`src/biu_pkg.sv`:
```
`default_nettype none

package biu_pkg;

  //////////////////////////////////////////////////////////////////////
  // widths and core side types
  //////////////////////////////////////////////////////////////////////

  localparam int XLEN = 32;  // data bus
  localparam int PLEN = 32;  // physical address

  typedef logic [PLEN-1:0] addr_t;  // byte address
  typedef logic [XLEN-1:0] data_t;
  typedef logic [2:0]      size_t;  // 0 byte, 1 halfword, 2 word
  typedef logic [2:0]      prot_t;

  // core burst request, same numbering as HBURST
  typedef enum logic [2:0] {
    SINGLE = 3'd0,
    INCR   = 3'd1,
    WRAP4  = 3'd2,
    INCR4  = 3'd3,
    WRAP8  = 3'd4,
    INCR8  = 3'd5,
    WRAP16 = 3'd6,
    INCR16 = 3'd7
  } btype_t;

  localparam prot_t PROT_DATA       = 3'b001;  // data, else opcode fetch
  localparam prot_t PROT_PRIVILEGED = 3'b010;
  localparam prot_t PROT_CACHEABLE  = 3'b100;

  //////////////////////////////////////////////////////////////////////
  // AHB-Lite encodings
  //////////////////////////////////////////////////////////////////////

  typedef logic [2:0] hsize_t;
  typedef logic [2:0] hburst_t;
  typedef logic [3:0] hprot_t;

  localparam hsize_t HSIZE_BYTE  = 3'b000;
  localparam hsize_t HSIZE_HWORD = 3'b001;
  localparam hsize_t HSIZE_WORD  = 3'b010;

  localparam hburst_t HBURST_SINGLE = 3'b000;
  localparam hburst_t HBURST_INCR   = 3'b001;
  localparam hburst_t HBURST_WRAP4  = 3'b010;
  localparam hburst_t HBURST_INCR4  = 3'b011;
  localparam hburst_t HBURST_WRAP8  = 3'b100;
  localparam hburst_t HBURST_INCR8  = 3'b101;
  localparam hburst_t HBURST_WRAP16 = 3'b110;
  localparam hburst_t HBURST_INCR16 = 3'b111;

  typedef enum logic [1:0] {
    IDLE   = 2'b00,
    BUSY   = 2'b01,  // never issued by this master
    NONSEQ = 2'b10,
    SEQ    = 2'b11
  } htrans_t;

  localparam hprot_t HPROT_DATA       = 4'b0001;
  localparam hprot_t HPROT_PRIVILEGED = 4'b0010;
  localparam hprot_t HPROT_CACHEABLE  = 4'b1000;

  localparam logic HRESP_OKAY  = 1'b0;
  localparam logic HRESP_ERROR = 1'b1;

  //////////////////////////////////////////////////////////////////////
  // bundles
  //////////////////////////////////////////////////////////////////////

  typedef struct packed {
    addr_t  adr;
    size_t  size;
    btype_t btype;
    prot_t  prot;
    logic   lock;
    logic   we;
  } biu_req_t;

  typedef struct packed {
    logic    hsel;
    addr_t   haddr;
    data_t   hwdata;
    logic    hwrite;
    hsize_t  hsize;
    hburst_t hburst;
    hprot_t  hprot;
    htrans_t htrans;
    logic    hmastlock;
  } ahb_m2s_t;

  typedef struct packed {
    data_t hrdata;
    logic  hready;
    logic  hresp;
  } ahb_s2m_t;

  // sram geometry, 1 KiB of words aliased below the error region
  localparam int    MEM_WORDS = 256;
  localparam int    MEM_AW    = $clog2(MEM_WORDS);
  localparam addr_t ERR_BASE  = 32'h0000_0800;

endpackage

`default_nettype wire

```
`src/biu_ahb_master.sv`:
```
`default_nettype none

module biu_ahb_master (
  input  logic              HCLK,
  input  logic              HRESETn,
  // core port
  input  logic              stb_i,
  input  biu_pkg::biu_req_t req_i,
  input  biu_pkg::data_t    wdata_i,
  output logic              stb_ack_o,  // request taken
  output logic              d_ack_o,    // address phase, supply write data
  output biu_pkg::addr_t    adr_o,
  output biu_pkg::data_t    rdata_o,
  output logic              ack_o,      // data phase done
  output logic              err_o,
  // AHB-Lite
  output biu_pkg::ahb_m2s_t ahb_o,
  input  biu_pkg::ahb_s2m_t ahb_i
);

  typedef enum logic [1:0] {
    ST_IDLE,   // nothing on the address bus
    ST_BURST,  // some beat in its address phase
    ST_ABORT   // second cycle of an error response
  } state_t;

  //////////////////////////////////////////////////////////////////////
  // code translation
  //////////////////////////////////////////////////////////////////////

  function automatic biu_pkg::hsize_t size2hsize(input biu_pkg::size_t size);
    case (size)
      3'd0:    return biu_pkg::HSIZE_BYTE;
      3'd1:    return biu_pkg::HSIZE_HWORD;
      default: return biu_pkg::HSIZE_WORD;  // no doubleword on 32 bits
    endcase
  endfunction

  // number of beats, counted including the first one
  function automatic logic [4:0] type2len(input biu_pkg::btype_t btype);
    case (btype)
      biu_pkg::WRAP4, biu_pkg::INCR4:   return 5'd4;
      biu_pkg::WRAP8, biu_pkg::INCR8:   return 5'd8;
      biu_pkg::WRAP16, biu_pkg::INCR16: return 5'd16;
      default:                          return 5'd1;  // single and open incr
    endcase
  endfunction

  function automatic biu_pkg::hburst_t type2hburst(input biu_pkg::btype_t btype);
    case (btype)
      biu_pkg::SINGLE: return biu_pkg::HBURST_SINGLE;
      biu_pkg::INCR:   return biu_pkg::HBURST_INCR;
      biu_pkg::WRAP4:  return biu_pkg::HBURST_WRAP4;
      biu_pkg::INCR4:  return biu_pkg::HBURST_INCR4;
      biu_pkg::WRAP8:  return biu_pkg::HBURST_WRAP8;
      biu_pkg::INCR8:  return biu_pkg::HBURST_INCR8;
      biu_pkg::WRAP16: return biu_pkg::HBURST_WRAP16;
      default:         return biu_pkg::HBURST_INCR16;
    endcase
  endfunction

  function automatic biu_pkg::hprot_t prot2hprot(input biu_pkg::prot_t prot);
    biu_pkg::hprot_t hp;
    hp = '0;  // opcode, user, non-cacheable
    if ((prot & biu_pkg::PROT_DATA) != '0)
      hp = hp | biu_pkg::HPROT_DATA;
    if ((prot & biu_pkg::PROT_PRIVILEGED) != '0)
      hp = hp | biu_pkg::HPROT_PRIVILEGED;
    if ((prot & biu_pkg::PROT_CACHEABLE) != '0)
      hp = hp | biu_pkg::HPROT_CACHEABLE;
    return hp;
  endfunction

  // word step, low bits kept inside the wrap window
  function automatic biu_pkg::addr_t nxt_addr(input biu_pkg::addr_t  addr,
                                               input biu_pkg::hburst_t hburst);
    biu_pkg::addr_t lin;
    lin = (addr + 32'd4) & ~32'd3;
    case (hburst)
      biu_pkg::HBURST_WRAP4:  return {addr[biu_pkg::PLEN-1:4], lin[3:0]};  // 16 bytes
      biu_pkg::HBURST_WRAP8:  return {addr[biu_pkg::PLEN-1:5], lin[4:0]};  // 32 bytes
      biu_pkg::HBURST_WRAP16: return {addr[biu_pkg::PLEN-1:6], lin[5:0]};  // 64 bytes
      default:                return lin;
    endcase
  endfunction

  //////////////////////////////////////////////////////////////////////
  // address phase
  //////////////////////////////////////////////////////////////////////

  state_t           state;
  logic [4:0]       burst_cnt;   // beats left, incl. the one on the bus
  logic             burst_done;  // nothing more to issue
  logic             dphase;      // a beat sits in its data phase
  logic             hsel;
  logic             hwrite;
  logic             hmastlock;
  biu_pkg::addr_t   haddr;
  biu_pkg::data_t   hwdata;
  biu_pkg::hsize_t  hsize;
  biu_pkg::hburst_t hburst;
  biu_pkg::hprot_t  hprot;
  biu_pkg::htrans_t htrans;

  assign burst_done = (burst_cnt <= 5'd1);

  always_ff @(posedge HCLK or negedge HRESETn) begin
    if (!HRESETn) begin
      state     <= ST_IDLE;
      burst_cnt <= '0;
      hsel      <= 1'b0;
      haddr     <= '0;
      hwrite    <= 1'b0;
      hsize     <= biu_pkg::HSIZE_WORD;
      hburst    <= biu_pkg::HBURST_SINGLE;
      hprot     <= biu_pkg::HPROT_DATA | biu_pkg::HPROT_PRIVILEGED;
      htrans    <= biu_pkg::IDLE;
      hmastlock <= 1'b0;
    end else if (ahb_i.hready) begin
      if (!burst_done) begin  // next beat of running burst
        state     <= ST_BURST;
        burst_cnt <= burst_cnt - 5'd1;
        htrans    <= biu_pkg::SEQ;
        haddr     <= nxt_addr(haddr, hburst);
      end else if (stb_ack_o) begin  // new request
        state     <= ST_BURST;
        burst_cnt <= type2len(req_i.btype);
        hsel      <= 1'b1;
        htrans    <= biu_pkg::NONSEQ;
        haddr     <= req_i.adr;
        hwrite    <= req_i.we;
        hsize     <= size2hsize(req_i.size);
        hburst    <= type2hburst(req_i.btype);
        hprot     <= prot2hprot(req_i.prot);
        hmastlock <= req_i.lock;
      end else begin
        state     <= ST_IDLE;
        burst_cnt <= '0;
        hsel      <= 1'b0;
        htrans    <= biu_pkg::IDLE;
        hmastlock <= 1'b0;
      end
    end else if (ahb_i.hresp == biu_pkg::HRESP_ERROR) begin
      // first error cycle, cancel whatever follows
      state     <= ST_ABORT;
      burst_cnt <= '0;
      hsel      <= 1'b0;
      htrans    <= biu_pkg::IDLE;
    end
  end

  //////////////////////////////////////////////////////////////////////
  // data phase
  //////////////////////////////////////////////////////////////////////

  always_ff @(posedge HCLK or negedge HRESETn) begin
    if (!HRESETn)
      dphase <= 1'b0;
    else if (ahb_i.hready)
      dphase <= (state == ST_BURST);  // address phase moves on
  end

  // write data and beat address follow the address phase by one stage
  always_ff @(posedge HCLK) begin
    if (ahb_i.hready) begin
      hwdata <= wdata_i;
      adr_o  <= haddr;
    end
  end

  assign stb_ack_o = stb_i & ahb_i.hready & burst_done & (state != ST_ABORT);
  assign d_ack_o   = ahb_i.hready & (state == ST_BURST);
  assign ack_o     = ahb_i.hready & dphase & (ahb_i.hresp == biu_pkg::HRESP_OKAY);
  assign err_o     = (state == ST_ABORT);  // one cycle, with the 2nd error cycle
  assign rdata_o   = ahb_i.hrdata;

  assign ahb_o = '{hsel:      hsel,
                   haddr:     haddr,
                   hwdata:    hwdata,
                   hwrite:    hwrite,
                   hsize:     hsize,
                   hburst:    hburst,
                   hprot:     hprot,
                   htrans:    htrans,
                   hmastlock: hmastlock};

  // a SEQ beat only ever continues a burst with beats left
  a_seq_in_burst: assert property (@(posedge HCLK) disable iff (!HRESETn)
    (ahb_o.htrans == biu_pkg::SEQ) |-> (burst_cnt != '0));

  // failed beat is never acknowledged
  a_err_no_ack: assert property (@(posedge HCLK) disable iff (!HRESETn)
    !(err_o && ack_o));

endmodule

`default_nettype wire

```
`config.mk`:
```
export PLATFORM = sky130hd
export DESIGN_NAME = biu_ahb_master
export DESIGN_NICKNAME = d
export VERILOG_FILES = /design/src/biu_pkg.sv /design/src/biu_ahb_master.sv
export SDC_FILE = /design/constraint.sdc
export NUM_CORES = 1
export LEC_CHECK = 0
export BUFFER_PORTS_ARGS = -buffer_cell sky130_fd_sc_hd__buf_2
export CAP_MARGIN = 20
export CORE_MARGIN = 2
export CORE_UTILIZATION = 44
export DETAILED_ROUTE_END_ITERATION = 8
export MAX_ROUTING_LAYER = met4
export PLACE_DENSITY = 0.76
export SLEW_MARGIN = 0
export SYNTH_ARGS = -nofsm -noshare
export SYNTH_HDL_FRONTEND = slang
export SYNTH_SLANG_ARGS = --single-unit
```
`constraint.sdc`:
```
create_clock -name HCLK -period 4.6 [get_ports HCLK]
set_input_delay 0.69 -clock HCLK [delete_from_list [all_inputs] [get_ports HCLK]]
set_output_delay 0.69 -clock HCLK [all_outputs]
set_load 0.005 [all_outputs]
```
# After elaboration in Yosys (flattened, before gate mapping)
# Cells that the tools add are included.
op_classes:
  reduce_logical: 13
  n_mux: 26
  n_bitwise: 7
  n_eq_ne: 19
  addsub: 2
  order_cmp: 1
op_table:
  columns: ["op", "n"]
  rows:
  - ["32-bit one-hot mux with 3 select lines", 1]
  - ["32-bit 2-to-1 mux", 2]
  - ["32-bit by 3-bit adder with 32-bit output, second input constant", 1]
  - ["3-bit one-hot mux with 7 select lines", 1]
  - ["5-bit 2-to-1 mux", 4]
  - ["3-bit == test, second input constant", 6]
  - ["5-bit one-hot mux with 3 select lines", 1]
  - ["2-bit 2-to-1 mux", 7]
  - ["2-bit != test, second input constant", 5]
  - ["3-bit by 2-bit == test with 1-bit output, second input constant", 3]
  - ["1-bit 2-to-1 mux", 8]
  - ["1-bit AND", 6]
  - ["3-bit by 1-bit == test with 1-bit output, second input constant", 2]
  - ["3-bit logical NOT", 2]
  - ["2-bit AND reduction", 3]
  - ["3-bit AND reduction", 2]
  - ["2-bit OR reduction", 3]
  - ["5-bit by 1-bit less-or-equal comparator with 1-bit output, second input constant", 1]
  - ["5-bit AND reduction", 1]
  - ["5-bit by 1-bit subtractor with 5-bit output, second input constant", 1]
  - ["4-bit 2-to-1 mux", 1]
  - ["2-bit one-hot mux with 2 select lines", 1]
  - ["4-bit AND reduction", 1]
  - ["2-bit by 1-bit == test with 1-bit output, second input constant", 1]
  - ["4 further kinds", 4]
word_totals:
  elab_cells: 84
  inputBits: 112
  out_inout_bits: 147
  reg_bits: 119

# Logic depth before layout (Yosys ltp)
depth:
  ltp_word: 6
  mapped_depth: 9
  depth_no_buf: 8

# Worst setup path before layout
# No wires, ideal clock.
synth_timing:
  path_type: "input to output"
  startpoint: "input ahb_i[1] (netlist name)"
  endpoint: "output d_ack_o"
  arrival_time_ns: 1.371
  t_required_ns: 3.910
  setup_slack_ns: 2.539
  stages: 3
  path_cell_list: "clkbuf_1 > inv_1 > nor3b_1"
synth_between:
  elab_chain_cells: 1
synth_lines:
  columns: ["item", "line_no", "rtl"]
  rows:
  - ["from (decl)", "biu_ahb_master.sv:18", "input biu_pkg::ahb_s2m_t ahb_i"]
  - ["1-bit AND", "biu_ahb_master.sv:172", "assign d_ack_o = ahb_i.hready & (state == ST_BURST);"]
  - ["to (decl)", "biu_ahb_master.sv:11", "output logic d_ack_o,"]
# Every way passes these cells.

# Worst setup path in the final report
layout_timing:
  startpoint: "register burst_cnt[1]"
  endpoint: "output stb_ack_o"
layout_between:
  elab_chain_cells: 3
layout_lines:
  columns: ["item", "line_no", "rtl"]
  rows:
  - ["from (decl)", "biu_ahb_master.sv:92", "logic [4:0] burst_cnt;"]
  - ["from (signal assigned)", "biu_ahb_master.sv:122", "burst_cnt <= burst_cnt - 5'd1;"]
  - ["from (signal assigned)", "biu_ahb_master.sv:127", "burst_cnt <= type2len(req_i.btype);"]
  - ["5-bit by 1-bit less-or-equal comparator with 1-bit output", "biu_ahb_master.sv:105", "assign burst_done = (burst_cnt <= 5'd1);"]
  - ["1-bit AND (2 in a row)", "biu_ahb_master.sv:171", "assign stb_ack_o = stb_i & ahb_i.hready & burst_done & (state != ST_ABORT);"]
  - ["to (decl)", "biu_ahb_master.sv:10", "output logic stb_ack_o,"]
# Every way passes these cells.

==> flow_summary_export.csv <==
group,metric,value,unit
detailed_routing,route.vias.total,4160,
synthesis,synth_mux_area_frac,0.001931,
synthesis,synth_compound_area_frac,0.1470,
finish,fin_nets,718,
synthesis,synth_edf_count,64,
synthesis,yosysSeqAreaShare,0.6223,
finish,fin_area,6484,um^2
finish,drive_gt1_frac,0.3854,
die,start_util,0.4522,
timing,slew_violations,0,
die,die_area,12670,um^2
die,boundaryPins,259,
cts,postCtsSetupBuffers,0,
synthesis,postSynth.asyncResetShare,0.4483,
cts,worstSkewPairLatency,0.41,ns
finish,multi_input_area,1556,um^2
power,netSwitchingFraction,0.3587,
cts,clkTransAtPathRegs,0.05,ns
power,power.density,652.4,nW/um^2
synthesis,ys_warn_count,0,
setup_path,startpoint_type,"flop",
die,core_area,11470,um^2
detailed_routing,postRouteAntennaNets,0,
min_path,hold_path.class,"in2async",
synthesis,yosysTopAreaCellShare,0.3707,
synthesis,synth-simple-area-share,0.1392,
cts,htree_levels,4,
detailed_routing,finalWirelength,13700,um
detailed_routing,drtIter0Drc,322,
detailed_routing,drtPass1Iterations,5,
power,seqPwrFrac,0.419,
setup_path,required,3.91,ns
outcome,status,"complete, no violations",
cts,ctsHoldBuffers,0,
finish,final_common_cell,"buf_2",
setup_path,rr_startpoint,"burst_cnt[1]$_DFFE_PN0P_",
synthesis,syn_area_per_cell,11.70,um^2
grt,grt_max_degree,58,
grt,grt_pass1_vias,4092,
setup_path,cp-startpoint,"burst_cnt[1]$_DFFE_PN0P_",
timing,final-setup-viol-count,0,
detailed_routing,drc_errors,0,
placement,dp_hpwl,9912,um
synthesis,synth_xor_area_frac,0.003378,
synthesis,syn-cell-area,5185,um^2
timing,finalCritPeriodShare,0.7693,
grt,gr-usage-all-layers,0.2236,
power,leakage,2.871,nW
die,die_x,112.6,um
finish,instances_no_fill,759,
finish,seq_area,3227,um^2
timing,slew_headroom,0.3885,
setup_path,crit_path_max_fanout,25,
synthesis,synth_flop_cell,"edfxtp_1",
cts,cts_buffers,17,
detailed_routing,viasPerCell,5.481,
grt,gr-total-overflow,0,
synthesis,synth.distinct_cells,57,
timing,rsz0062_at_grt,"false",
timing,finalCriticalPeriod,3.539,ns
cts,cts_root_buf,"clkbuf_16",
setup_path,r2r_cells,8,
synthesis,synth_top_area_cell,"edfxtp_1",
synthesis,ys_ff_latch,116,
finish,fill_cells,980,
grt,antenna_found_initial,1,
timing,hold_violations,0,
timing,finalClockSkew,0.006195,ns
synthesis,synth_top_family_by_area,"compound AO/OA/AOI/OAI gates",
die,num_rows,39,
timing,setup_tns,0,ns
setup_path,crit_type,"reg2out",
power,p_clk_frac,0.261,
finish,syn2layout_area_growth,25.05,%
cts,clock_path_buffers,2,
job,maxCapViolCount,0,
placement,dp.cells,726,
detailed_routing,detail_route.wl_per_cell,18.05,um
power,p_switching,1.518,mW
power,p_int,2.713,mW
grt,grt_pass1_wl,21230,um
timing,worst_pin_slew,0.9139,ns
placement,numPortBuffers,192,
synthesis,synth_cells,443,
power,vdd_drop_max,0.0003128,V
cts,cts_resized,0,
cts,clkSinkCount,116,
die,die_h,112.6,um
setup_path,arrival,2.85,ns
power,combPwrFrac,0.320,
finish,final_cell_mix,"191 x buf_2, 64 x edfxtp_1, 62 x nand2_1",
placement,place_area,5974,um^2
cts,tritoncts,"done",
placement,gp_congestion,0.8447,
synthesis,synth-adder-area-share,0.007239,
synthesis,yosys-top-cells-area,"edfxtp_1 37%, dfrtp_1 24%, buf_4 5.5%",
setup_path,crit_path_end_kind,"primary output",
timing,max_freq,282.6,MHz
routing by layer:
metal	up-vias	GRT usage	share of wire	wire (um)
met5	-	-	0	0
met4	0	0.1008	0.030	405
met3	51	0.06749	0.088	1208
met2	200	0.3721	0.52	7114
met1	1985	0.2480	0.36	4974
li1	1924	-	-	-
sequential cells by signal, summed over array words and instances, names as in the netlist:
| name | flops |
|---|---|
| adr_o | 32 |
| burst_cnt | 5 |
| dphase | 1 |
| haddr | 32 |
| hburst | 3 |
| hmastlock | 1 |
| hprot | 3 |
| hsel | 1 |
| hsize | 2 |
| htrans | 1 |
| hwdata | 32 |
| hwrite | 1 |
| state | 2 |
kinds of logic (layout without fill, tap and decap cells):
family | count (synthesis) | count (layout)
simple gates | 141 | 141
xor+xnor | 2 | 2
fa+ha+maj | 3 | 3
other cells | 1 | 3
mux | 1 | 1
compound gates | 116 | 116
flops | 116 | 116
buf+inv | 63 | 234
final timing paths:
path                            slack (ns)                  endpoint
worst max-delay path                  1.06                 stb_ack_o
worst min-delay path                  0.39     htrans[0]$_DFFE_PN0P_
worst max register to register        1.95  burst_cnt[3]$_DFFE_PN0P_
worst min register to register        0.47      hprot[1]$_DFFE_PN1P_
max in group asynchronous             3.71      haddr[5]$_DFFE_PN0P_
min in group HCLK                     0.46      hwdata[26]$_DFFE_PP_
metrics by stage:
stage / utilization / setup WS, ns / hold slack, ns / power (mW)
3_5_place_dp: 0.5210 / 1.486 / 0.4611 / 3.144
6_report: 0.5654 / 1.061 / 0.3948 / 4.230
5_1_grt: 0.5654 / 0.7708 / 0.4386 / 4.503
3_3_place_gp: 0.5210 / 1.560 / 0.4572 / 3.080
2_1_floorplan: - / 2.539 / 0.3944 / 2.603
4_1_cts: 0.5645 / 1.046 / 0.4249 / 4.261
worst max-delay path, cell delays in order, from the launching register on:
cell and delay [ns]:
dfrtp_1 0.42, inv_1 0.10, ha_1 0.15, o21ba_2 0.20
nor2_4 0.49, nand3_1 0.45, inv_1 0.45, buf_2 0.19
cell type report:
| cell class | instances | area share |
|---|---|---|
| Tap cell | 143 | 0.02760 |
| Sequential cell | 116 | 0.4977 |
| Timing Repair Buffer | 196 | 0.1532 |
| Clock buffer | 18 | 0.06619 |
| Antenna cell | 1 | 0.0003860 |
| Inverter | 7 | 0.004052 |
| Multi-Input combinational cell | 265 | 0.2401 |
| Clock inverter | 13 | 0.01081 |
power groups by stage:
stage | clock network (mW) | registers (mW) | logic (mW)
2_1_floorplan | 0 | 1.74 | 0.864
6_report | 1.10 | 1.77 | 1.35
5_1_grt | 1.17 | 1.82 | 1.51
3_3_place_gp | 0 | 1.77 | 1.31
4_1_cts | 1.13 | 1.77 | 1.36
3_5_place_dp | 0 | 1.79 | 1.36
Yosys cell counts (2+ instances only):
master / count
xnor2_1: 2
dfrtp_1: 49
a21o_1: 3
o22ai_1: 10
nand4_2: 2
inv_1: 7
nor2_1: 19
clkbuf_1: 7
nand3_1: 20
edfxtp_1: 64
o22a_1: 4
o31ai_1: 3
nand2_1: 62
nor3b_1: 3
o21ai_0: 26
nand4_1: 7
and4_1: 2
nor3_1: 4
a31oi_1: 7
dfstp_2: 3
ha_1: 3
a21oi_1: 28
a31o_2: 3
buf_4: 38
and3_1: 7
a2bb2oi_1: 12
a22o_1: 4
and2_1: 4
o21bai_1: 2
buf_2: 9
nand2b_1: 2
buf_6: 2
(Power assumes the default switching activity.)
